File: src/logic/mulred_pkg.sv
package mulred_pkg;

    // ------------------------------------------------------------
    // datapath widths
    // ------------------------------------------------------------

    // one limb of an operand or twiddle word
    localparam int LIMB_W = 12;

    // operand, twiddle and packed result
    localparam int WORD_W = 24;

    // weighted dilithium sum, wide enough for PE_SHIFT of 12
    localparam int WIDE_W = 48;

    // ------------------------------------------------------------
    // moduli
    // ------------------------------------------------------------

    // kyber prime, residue fits one limb
    localparam int KYBER_Q = 3329;

    // dilithium prime, 2^23 - 2^13 + 1
    localparam int DIL_Q = 8380417;

    // dilithium residue width
    localparam int DIL_W = 23;

    // ------------------------------------------------------------
    // pipeline
    // ------------------------------------------------------------

    // multiply + two reduce stages + result register
    localparam int PIPE_LAT = 4;

    // selects the per-lane kyber reduction or the recombined dilithium one
    typedef enum logic {
        MODE_KYBER     = 1'b0,
        MODE_DILITHIUM = 1'b1
    } red_mode_t;

endpackage
File: src/logic/mul_red_top.sv
`timescale 1ns/1ps

module mul_red_top #(
    parameter int PE_SHIFT = 0
) (
    input  logic                          clk,
    input  logic                          rst,
    input  logic                          in_valid,
    input  mulred_pkg::red_mode_t         mode,
    input  logic [mulred_pkg::WORD_W-1:0] operand,
    input  logic [mulred_pkg::WORD_W-1:0] twiddle,
    output logic                          out_valid,
    output logic [mulred_pkg::WORD_W-1:0] result
);
    import mulred_pkg::*;

    // registered lane products
    logic [WORD_W-1:0] prod_hi;
    logic [WORD_W-1:0] prod_lo;

    // reducer outputs, two cycles after the products
    logic [LIMB_W-1:0] kyber_hi;
    logic [LIMB_W-1:0] kyber_lo;
    logic [DIL_W-1:0] dil_residue;

    // ------------------------------------------------------------
    // cycle 1: limb products
    // ------------------------------------------------------------

    limb_multiplier i_limb_multiplier (
        .clk     (clk),
        .rst     (rst),
        .operand (operand),
        .twiddle (twiddle),
        .prod_hi (prod_hi),
        .prod_lo (prod_lo)
    );

    // ------------------------------------------------------------
    // cycles 2-3: reductions, all run every cycle
    // ------------------------------------------------------------

    // one barrett reducer per lane
    kyber_reduce i_kyber_hi (
        .clk     (clk),
        .rst     (rst),
        .product (prod_hi),
        .residue (kyber_hi)
    );

    kyber_reduce i_kyber_lo (
        .clk     (clk),
        .rst     (rst),
        .product (prod_lo),
        .residue (kyber_lo)
    );

    // limb weight fixed per processing element
    dilithium_reduce #(
        .PE_SHIFT (PE_SHIFT)
    ) i_dilithium_reduce (
        .clk     (clk),
        .rst     (rst),
        .prod_hi (prod_hi),
        .prod_lo (prod_lo),
        .residue (dil_residue)
    );

    // ------------------------------------------------------------
    // cycle 4: mode select
    // ------------------------------------------------------------

    result_stage i_result_stage (
        .clk         (clk),
        .rst         (rst),
        .in_valid    (in_valid),
        .mode        (mode),
        .kyber_hi    (kyber_hi),
        .kyber_lo    (kyber_lo),
        .dil_residue (dil_residue),
        .out_valid   (out_valid),
        .result      (result)
    );

endmodule

File: src/logic/result_stage.sv
`timescale 1ns/1ps

module result_stage (
    input  logic                          clk,
    input  logic                          rst,
    input  logic                          in_valid,
    input  mulred_pkg::red_mode_t         mode,
    input  logic [mulred_pkg::LIMB_W-1:0] kyber_hi,
    input  logic [mulred_pkg::LIMB_W-1:0] kyber_lo,
    input  logic [mulred_pkg::DIL_W-1:0]  dil_residue,
    output logic                          out_valid,
    output logic [mulred_pkg::WORD_W-1:0] result
);
    import mulred_pkg::*;

    // multiply + two reduce stages
    localparam int DLY = PIPE_LAT - 1;

    logic [DLY-1:0] vld_d;
    red_mode_t mode_d [DLY];

    logic [WORD_W-1:0] sel_result;

    // ------------------------------------------------------------
    // valid and mode delay line
    // ------------------------------------------------------------

    // runs in step with the residues
    always_ff @(posedge clk) begin
        if (rst) begin
            vld_d <= '0;
            for (int i = 0; i < DLY; i++) begin
                mode_d[i] <= MODE_KYBER;
            end
        end else begin
            vld_d <= {vld_d[DLY-2:0], in_valid};
            mode_d[0] <= mode;
            for (int i = 1; i < DLY; i++) begin
                mode_d[i] <= mode_d[i-1];
            end
        end
    end

    // ------------------------------------------------------------
    // output register
    // ------------------------------------------------------------

    // dilithium residue zero-extended, kyber lanes packed hi:lo
    assign sel_result = (mode_d[DLY-1] == MODE_DILITHIUM)
                      ? {{(WORD_W-DIL_W){1'b0}}, dil_residue}
                      : {kyber_hi, kyber_lo};

    always_ff @(posedge clk) begin
        if (rst) begin
            out_valid <= 1'b0;
            result    <= '0;
        end else begin
            out_valid <= vld_d[DLY-1];
            result    <= sel_result;
        end
    end

endmodule

File: src/logic/dilithium_reduce.sv
`timescale 1ns/1ps

module dilithium_reduce #(
    parameter int PE_SHIFT = 0
) (
    input  logic                          clk,
    input  logic                          rst,
    input  logic [mulred_pkg::WORD_W-1:0] prod_hi,
    input  logic [mulred_pkg::WORD_W-1:0] prod_lo,
    output logic [mulred_pkg::DIL_W-1:0]  residue
);
    import mulred_pkg::*;

    // 2^23 = 2^13 - 1 mod q
    localparam int FOLD_K = 13;
    // widths after each fold pass
    localparam int F1_W = 39;
    localparam int F2_W = 30;
    localparam int F3_W = DIL_W + 1;

    localparam logic [F3_W-1:0] Q_D = F3_W'(DIL_Q);
    localparam logic [F3_W-1:0] FOLD_C = F3_W'((1 << FOLD_K) - 1);

    logic [WIDE_W-1:0] wide_sum;

    // first pass, 48 -> 39 bits
    logic [WIDE_W-DIL_W-1:0] f1_hi;
    logic [F1_W-1:0] fold1;
    // second pass, 39 -> 30 bits
    logic [F1_W-DIL_W-1:0] f2_hi;
    logic [F2_W-1:0] fold2;

    logic [F2_W-1:0] fold_q;

    // third pass, 30 -> 24 bits
    logic [F2_W-DIL_W-1:0] f3_hi;
    logic [F3_W-1:0] fold3;
    // last pass leaves at most one carry bit to fold
    logic [F3_W-1:0] fold4;

    // ------------------------------------------------------------
    // weighted recombination
    // ------------------------------------------------------------

    // hi limb weighted 2^(12+PE_SHIFT), lo limb 2^PE_SHIFT
    assign wide_sum = (WIDE_W'(prod_hi) << (LIMB_W + PE_SHIFT))
                    + (WIDE_W'(prod_lo) << PE_SHIFT);

    // ------------------------------------------------------------
    // stage one: two folds
    // ------------------------------------------------------------

    assign f1_hi = wide_sum[WIDE_W-1:DIL_W];
    // hi * 2^13 always covers hi, no underflow
    assign fold1 = F1_W'(wide_sum[DIL_W-1:0])
                 + (F1_W'(f1_hi) << FOLD_K)
                 - F1_W'(f1_hi);

    assign f2_hi = fold1[F1_W-1:DIL_W];
    assign fold2 = F2_W'(fold1[DIL_W-1:0])
                 + (F2_W'(f2_hi) << FOLD_K)
                 - F2_W'(f2_hi);

    always_ff @(posedge clk) begin
        if (rst) begin
            fold_q <= '0;
        end else begin
            fold_q <= fold2;
        end
    end

    // ------------------------------------------------------------
    // stage two: fold down to 24 bits and correct
    // ------------------------------------------------------------

    assign f3_hi = fold_q[F2_W-1:DIL_W];
    assign fold3 = F3_W'(fold_q[DIL_W-1:0])
                 + (F3_W'(f3_hi) << FOLD_K)
                 - F3_W'(f3_hi);

    // bit 23 worth 2^13 - 1, result below 2q
    assign fold4 = F3_W'(fold3[DIL_W-1:0]) + (fold3[DIL_W] ? FOLD_C : '0);

    always_ff @(posedge clk) begin
        if (rst) begin
            residue <= '0;
        end else if (fold4 >= Q_D) begin
            residue <= DIL_W'(fold4 - Q_D);
        end else begin
            residue <= fold4[DIL_W-1:0];
        end
    end

endmodule

File: src/logic/kyber_reduce.sv
`timescale 1ns/1ps

module kyber_reduce (
    input  logic                          clk,
    input  logic                          rst,
    input  logic [mulred_pkg::WORD_W-1:0] product,
    output logic [mulred_pkg::LIMB_W-1:0] residue
);
    import mulred_pkg::*;

    // barrett shift covers the whole product width
    localparam int BARRETT_K = WORD_W;
    // floor(2^24 / 3329) = 5039
    localparam int BARRETT_M = (1 << BARRETT_K) / KYBER_Q;
    // quotient width, estimate never exceeds the constant
    localparam int QT_W = $clog2(BARRETT_M + 1);
    // remainder before correction is below 2q
    localparam int R_W = LIMB_W + 1;

    localparam logic [QT_W-1:0] M_C = QT_W'(BARRETT_M);
    localparam logic [R_W-1:0] Q_R = R_W'(KYBER_Q);

    logic [WORD_W+QT_W-1:0] est_full;
    logic [QT_W-1:0] q_est;

    // stage one registers
    logic [WORD_W-1:0] prod_q;
    logic [QT_W-1:0] q_est_q;

    logic [WORD_W-1:0] diff;
    logic [R_W-1:0] rem;

    // ------------------------------------------------------------
    // stage one: quotient estimate
    // ------------------------------------------------------------

    // x * m / 2^k, undershoots floor(x/q) by at most one
    assign est_full = (WORD_W+QT_W)'(product) * (WORD_W+QT_W)'(M_C);
    assign q_est = est_full[WORD_W+QT_W-1:BARRETT_K];

    always_ff @(posedge clk) begin
        if (rst) begin
            prod_q  <= '0;
            q_est_q <= '0;
        end else begin
            prod_q  <= product;
            q_est_q <= q_est;
        end
    end

    // ------------------------------------------------------------
    // stage two: subtract and correct
    // ------------------------------------------------------------

    assign diff = prod_q - (WORD_W'(q_est_q) * WORD_W'(KYBER_Q));
    // upper bits are zero here
    assign rem = diff[R_W-1:0];

    always_ff @(posedge clk) begin
        if (rst) begin
            residue <= '0;
        end else if (rem >= Q_R) begin
            residue <= LIMB_W'(rem - Q_R);
        end else begin
            residue <= rem[LIMB_W-1:0];
        end
    end

endmodule

File: src/logic/limb_multiplier.sv
`timescale 1ns/1ps

module limb_multiplier (
    input  logic                          clk,
    input  logic                          rst,
    input  logic [mulred_pkg::WORD_W-1:0] operand,
    input  logic [mulred_pkg::WORD_W-1:0] twiddle,
    output logic [mulred_pkg::WORD_W-1:0] prod_hi,
    output logic [mulred_pkg::WORD_W-1:0] prod_lo
);
    import mulred_pkg::*;

    // ------------------------------------------------------------
    // limb split
    // ------------------------------------------------------------

    logic [LIMB_W-1:0] op_hi;
    logic [LIMB_W-1:0] op_lo;
    logic [LIMB_W-1:0] tw_hi;
    logic [LIMB_W-1:0] tw_lo;

    // full-width products before the register
    logic [WORD_W-1:0] mult_hi;
    logic [WORD_W-1:0] mult_lo;

    // upper limb of each word
    assign op_hi = operand[WORD_W-1:LIMB_W];
    assign tw_hi = twiddle[WORD_W-1:LIMB_W];

    // lower limb of each word
    assign op_lo = operand[LIMB_W-1:0];
    assign tw_lo = twiddle[LIMB_W-1:0];

    // ------------------------------------------------------------
    // lane products
    // ------------------------------------------------------------

    // 12x12 never overflows 24 bits
    assign mult_hi = WORD_W'(op_hi) * WORD_W'(tw_hi);
    assign mult_lo = WORD_W'(op_lo) * WORD_W'(tw_lo);

    // one register stage, first pipeline cycle
    always_ff @(posedge clk) begin
        if (rst) begin
            prod_hi <= '0;
            prod_lo <= '0;
        end else begin
            prod_hi <= mult_hi;
            prod_lo <= mult_lo;
        end
    end

endmodule

File: config.mk
export PLATFORM = sky130hd
export DESIGN_NAME = mul_red_top
export DESIGN_NICKNAME = d
export VERILOG_FILES = /design/src/logic/mulred_pkg.sv /design/src/logic/mul_red_top.sv /design/src/logic/result_stage.sv /design/src/logic/dilithium_reduce.sv /design/src/logic/kyber_reduce.sv /design/src/logic/limb_multiplier.sv
export SDC_FILE = /design/constraint.sdc
export NUM_CORES = 2
export LEC_CHECK = 0
export ABC_AREA = 1
export BUFFER_PORTS_ARGS = -buffer_cell sky130_fd_sc_hd__buf_4
export CORE_MARGIN = 5
export CORE_UTILIZATION = 55
export CTS_BUF_LIST = sky130_fd_sc_hd__clkbuf_8
export DETAILED_ROUTE_END_ITERATION = 10
export PLACE_DENSITY = 0.77
export SETUP_SLACK_MARGIN = 0.02
export SYNTH_ARGS = -nofsm -noshare
export SYNTH_HDL_FRONTEND = slang
export SYNTH_SLANG_ARGS = --single-unit
File: constraint.sdc
create_clock -name clk -period 8.17 [get_ports clk]
set_clock_uncertainty 0.1 [all_clocks]
set_input_delay 1.634 -clock clk [delete_from_list [all_inputs] [get_ports clk]]
set_output_delay 1.634 -clock clk [all_outputs]
set_load 0.05 [all_outputs]
# After elaboration in Yosys (flattened, before gate mapping)
# Memory sizes are Yosys's and may differ from the RTL's.
# Cells that the tools add are included.
dict set report totals {
  regBits 205
  ram_bits 3
  output_inout_bits 25
  wordCells 52
  memories 1
}
# memory words word_bits rd rd_ports_with_merged_regs wr line
set mem_list {}
lappend mem_list {i_result_stage.mode_d 3 1 3 0 3 result_stage.sv:20} ;# red_mode_t mode_d [DLY];
dict set report classes {
  add_sub_neg 13
  multipliers 6
  n_lt_le_gt_ge 3
  muxes 11
  bitwise 3
  n_reduce_logical 1
}
# op n
set op_table {}
lappend op_table {{$mul 24x13->37 const B} 2}
lappend op_table {{$mul 12x12->24} 2}
lappend op_table {{$mux 23} 2}
lappend op_table {{$add 23x38->39} 1}
lappend op_table {{$sub 39x25->39} 1}
lappend op_table {{$add 36x24->37} 1}
lappend op_table {{$add 23x29->30} 1}
lappend op_table {{$sub 30x16->30} 1}
lappend op_table {{$ge 13x12->1 const B} 2}
lappend op_table {{$mul 13x12->13 const B} 2}
lappend op_table {{$sub 13x13->13} 2}
lappend op_table {{$add 23x13->24} 1}
lappend op_table {{$add 23x20->24} 1}
lappend op_table {{$ge 24x23->1 const B} 1}
lappend op_table {{$mux 12} 2}
lappend op_table {{$sub 12x12->12 const B} 2}
lappend op_table {{$sub 24x7->24} 1}
lappend op_table {{$sub 23x23->23 const B} 1}
lappend op_table {{$mux 13} 1}
lappend op_table {{$mux 1} 6}
lappend op_table {{$or 1x1->1} 3}
lappend op_table {{$reduce_or 2->1} 1}

# Depth between registers and ports, before layout
dict set report depth {
  depth_word 6
  ltp_mapped 45
}

# Modules after synthesis
# A second synthesis with hierarchy kept.
dict set report hier_totals {
  cells_unflattened 5117
  area_unflattened_um2 38227.9
}
# mod instances cells_each area_per_inst_um2
set modules_own_cells {}
lappend modules_own_cells {limb_multiplier 1 1545 11293.3}
lappend modules_own_cells {dilithium_reduce 1 1420 8867.3}
lappend modules_own_cells {{kyber_reduce at i_kyber_lo} 1 1001 8538.2}
lappend modules_own_cells {{kyber_reduce at i_kyber_hi} 1 980 8326.7}
lappend modules_own_cells {result_stage 1 171 1202.4}

# Worst setup path after synthesis
# Ideal clock, no wire load.
dict set report synth_path {
  path_type {reg2reg}
  start {reg i_limb_multiplier.prod_lo[12] in the netlist's numbering}
  end {reg i_dilithium_reduce.fold_q[23]}
  setup_ps 122
  arrival_ps 6626
  t_required_ps 7948
  setup_slack_ps 1322
  path_stages_with_launch 43
  path_buffers 0
  path_cell_list {dfxtp_1 > ha_1 > fa_1 > nand3_1 > nand3_1 > nand3_1 > nand2_1 > nand3_1 > nand2_1 > a31oi_1 > o21ai_2 > nand2_1 > nor2_1 > nand2_1 > nor2_1 > nand2_1 > nor2_2 > fa_1 > (+7 left out) > nand3_1 > nand2_1 > xnor2_1 > ha_1 > ha_1 > fa_1 > nand3_1 > nand3_1 > a31oi_1 > o21ai_0 > a21oi_1 > o21a_1 > o21ai_0 > a21o_1 > nand2_1 > nand3b_1 > nand2_1 > a21oi_1}
}
dict set report synth_between {
  elab_chain_cells 5
}
# item line
set synth_lines {}
lappend synth_lines {{from (decl)} limb_multiplier.sv:9} ;# output logic [mulred_pkg::WORD_W-1:0] prod_lo
lappend synth_lines {{from (signal assigned)} limb_multiplier.sv:49} ;# prod_lo <= mult_lo;
lappend synth_lines {{$add 36x24->37 *} dilithium_reduce.sv:47} ;# + (WIDE_W'(prod_lo) << PE_SHIFT);
lappend synth_lines {{$add 23x38->39} dilithium_reduce.sv:56} ;# + (F1_W'(f1_hi) << FOLD_K)
lappend synth_lines {{$sub 39x25->39 *} dilithium_reduce.sv:57} ;# - F1_W'(f1_hi);
lappend synth_lines {{$add 23x29->30} dilithium_reduce.sv:61} ;# + (F2_W'(f2_hi) << FOLD_K)
lappend synth_lines {{$sub 30x16->30 *} dilithium_reduce.sv:62} ;# - F2_W'(f2_hi);
lappend synth_lines {{to (signal assigned)} dilithium_reduce.sv:68} ;# fold_q <= fold2;
lappend synth_lines {{to (decl)} dilithium_reduce.sv:33} ;# logic [F2_W-1:0] fold_q;
# Mark *: on every way between the ends. The rest lies on a longest branch, timed or not.
# A chain may end at the register's enable or synchronous reset.

# Worst setup path after layout
dict set report layout_path {
  start {reg i_limb_multiplier.prod_hi[0] in the netlist's numbering}
  end {reg i_dilithium_reduce.fold_q[27]}
}
dict set report layout_between {
  elab_chain_cells 5
}
# item line
set layout_lines {}
lappend layout_lines {{from (decl)} limb_multiplier.sv:8} ;# output logic [mulred_pkg::WORD_W-1:0] prod_hi,
lappend layout_lines {{from (signal assigned)} limb_multiplier.sv:48} ;# prod_hi <= mult_hi;
lappend layout_lines {{$add 36x24->37 *} dilithium_reduce.sv:47}
lappend layout_lines {{$add 23x38->39} dilithium_reduce.sv:56}
lappend layout_lines {{$sub 39x25->39 *} dilithium_reduce.sv:57}
lappend layout_lines {{$add 23x29->30} dilithium_reduce.sv:61}
lappend layout_lines {{$sub 30x16->30 *} dilithium_reduce.sv:62}
# Marks and branches as above.

==> flow_summary.yaml <==
critical_path:
  crit_path_start_kind: "register"
  critical_path.startpoint: "i_limb_multiplier.prod_hi[0]"
  cpPeakStageDelay_ns: 0.47
  cp_top_family: "compound AO/OA/AOI/OAI gates"
  worstRegToRegCells: 41
  r2r_start: "i_limb_multiplier.prod_hi[0]"
  cpMaxStageDelayCell: "fa_1"
  critPathMaxFanout: 7
  critPathBufInv: 2
  reg2reg_to: "i_dilithium_reduce.fold_q[27]"
  cp_num_cells: 41
  arrival_ns: 7.98
  crit_top_cell: "nand3_1"
  path_class: "reg -> reg"
  r2r_slack_ns: 0.63
  crit_path_end_kind: "register"
  cp.required_ns: 8.61
die:
  core_um2: 64460
  die_w_um: 264.9
  io_pins: 77
  die_y_um: 264.9
  die_area_um2: 70190
  initial_core_util_pct: 55.45
  rows: 93
clock_tree:
  cts_buffers: 39
  cts_root_buf: "clkbuf_8"
  cts_hold_buf: 0
  clockBufferDepth: 3
  clock_latency_ns: 0.61
  cts_tree: "yes"
  clkSinkCount: 208
  ctsHtreeMaxLevel: 2
  path_clk_slew_ns: 0.06
timing:
  timing.slew.headroom_pct: 30.95
  rsz0062_at_grt: "no"
  worstMarginPinSlew_ns: 1.036
  hold_viol: 0
  setup_slack_ns: 0.6334
  min_period_ns: 7.537
  finalCritPeriodShare_pct: 92.25
  slew_viol_final: 0
  timing.hold.ws_ns: 0.2986
  tns_ns: 0
  finalSetupViolCount: 0
  max_freq_mhz: 132.7
detailed_routing:
  drt_wl_total_mm: 83.59
  drtPass1Iterations: 6
  wl_per_cell_um: 15.22
  drc: 0
  ant_nets: 0
  vias: 28530
  vias_per_cell: 5.195
  drtIter0Drc: 1374
place:
  place.gp.congestion: 0.9213
  portBuffers: 76
  dp_hpwl_mm: 71.14
  dp_slack_ns: 0.3105
grt:
  antenna_found_initial: 1
  grt_pass1_wl_mm: 142.2
  grt.overflow.total: 0
  grt_use_total_pct: 24.17
  grt_max_degree: 77
  grt_pass1_vias: 29360
synth:
  ys_seq_area_share_pct: 11.65
  syn_area_per_cell_um2: 7.875
  synth_edf_count: 0
  synth.cell_area_um2: 35740
  yosys_warnings: 0
  postSynthNetCount: 5667
  synth.distinct_cells: 56
  async_flop_share_pct: 0
  ys.flop_type: "dfxtp_1"
  synthCells: 4539
  synth_seq_cells: 208
flow_run:
  drv_cap: 0
final_layout:
  layout_common_cells: "inv_1, nand2_1, ha_1"
  fin_nets: 5737
  layout-drive-gt1-share_pct: 5.240
  final_common_cell: "inv_1"
  syn2layout_area_growth_pct: 6.808
  fillCellCount: 5955
status:
  outcome: "completed"
worst_hold_path:
  worst_hold_path.num_cells: 2
  hold_class: "reg -> reg"
  hold_end: "i_result_stage.vld_d[1]"
  hp-start: "i_result_stage.vld_d[0]"
repair_timing:
| item | 4_1_cts | 5_1_grt |
|---|---|---|
| setup endpoints to repair | 0 | 14 |
| gates resized for setup | 0 | 21 |
| endpoints found under the hold margin | 0 | 0 |
| setup buffers | 0 | 2 |
worst max-delay path by stage:
stage,to
6_report,i_dilithium_reduce.fold_q[27]
4_1_cts,i_dilithium_reduce.fold_q[23]
3_5_place_dp,i_dilithium_reduce.fold_q[23]
2_1_floorplan,i_dilithium_reduce.fold_q[23]
3_3_place_gp,i_dilithium_reduce.fold_q[23]
5_1_grt,i_dilithium_reduce.fold_q[23]
sequential cells by signal (all words and copies together) (netlist names):
signal,cells
i_kyber_lo.residue,12
i_kyber_lo.q_est_q,13
i_result_stage.out_valid,1
i_dilithium_reduce.residue,23
i_kyber_hi.residue,12
i_kyber_hi.q_est_q,13
i_result_stage.vld_d,3
i_result_stage.result,24
i_kyber_hi.prod_q,13
i_limb_multiplier.prod_hi,24
i_kyber_lo.prod_q,13
i_dilithium_reduce.fold_q,30
i_limb_multiplier.prod_lo,24
i_result_stage.mode_d,3
synth_stat cells (all sizes together) (59+ instances only):
library cell	instances	area share, %
xor2	77	1.9
clkbuf	68	0.71
xnor2	59	1.4
a21oi	325	4.6
dfxtp	208	12
nor2	313	3.4
nand2	807	8.7
fa	475	27
o21ai	182	2.6
ha	601	21
nand3	124	1.9
inv	1079	11
cell families (layout without fill, tap and decap cells):
| logic type | Yosys count | in the layout | share of synthesized area (%) |
|---|---|---|---|
| simple gates | 1337 | 1337 | 15.52 |
| buf+inv | 1156 | 1254 | 12.20 |
| fa+ha+maj | 1076 | 1076 | 47.64 |
| compound gates | 626 | 626 | 9.651 |
| flops | 208 | 208 | 11.65 |
| xor+xnor | 136 | 136 | 3.332 |
| other cells | 0 | 1 | 0 |
final cells by class:
class / count / area [um2] / area share, %
multi-input combinational: 3175 / 27260 / 71.42
sequential: 208 / 4170 / 10.92
inverter: 1079 / 4051 / 10.61
tap: 855 / 1070 / 2.802
timing repair buffer: 106 / 795.8 / 2.084
clock buffer: 47 / 646.9 / 1.694
clock inverter: 22 / 176.4 / 0.4621
antenna: 1 / 2.502 / 0.006555
metrics by stage:
step           cell area, um2  std cells  utilization [%]
2_1_floorplan           35740       4539                -
3_5_place_dp            37280       5421            57.84
4_1_cts                 38110       5490            59.11
5_1_grt                 38180       5493            59.22
6_report                38180       5493            59.22
3_3_place_gp            37280       5421            57.84
worst register-to-register path, delay by kind of cell, from the launching register on:
kind	cells	cell delay (ns)
DFF	1	0.42
xor gates and xnor gates	1	0.32
and+or+nand+nor	17	1.99
adders and majority gates	7	2.12
AOI/OAI and AO/OA	14	2.34
buffers and inverters	2	0.17
routing by layer:
layer	up-vias	global-route usage (%)	wire [um]
met3	142	2.914	3850
li1	14250	-	-
met2	651	42.69	40560
met4	0	6.727	2404
met1	13490	31.49	36770
met5	-	0	0
Power is left out: the tool's default activity adds up to more than one toggle a clock period on the data nets, which glitch-free logic cannot reach.
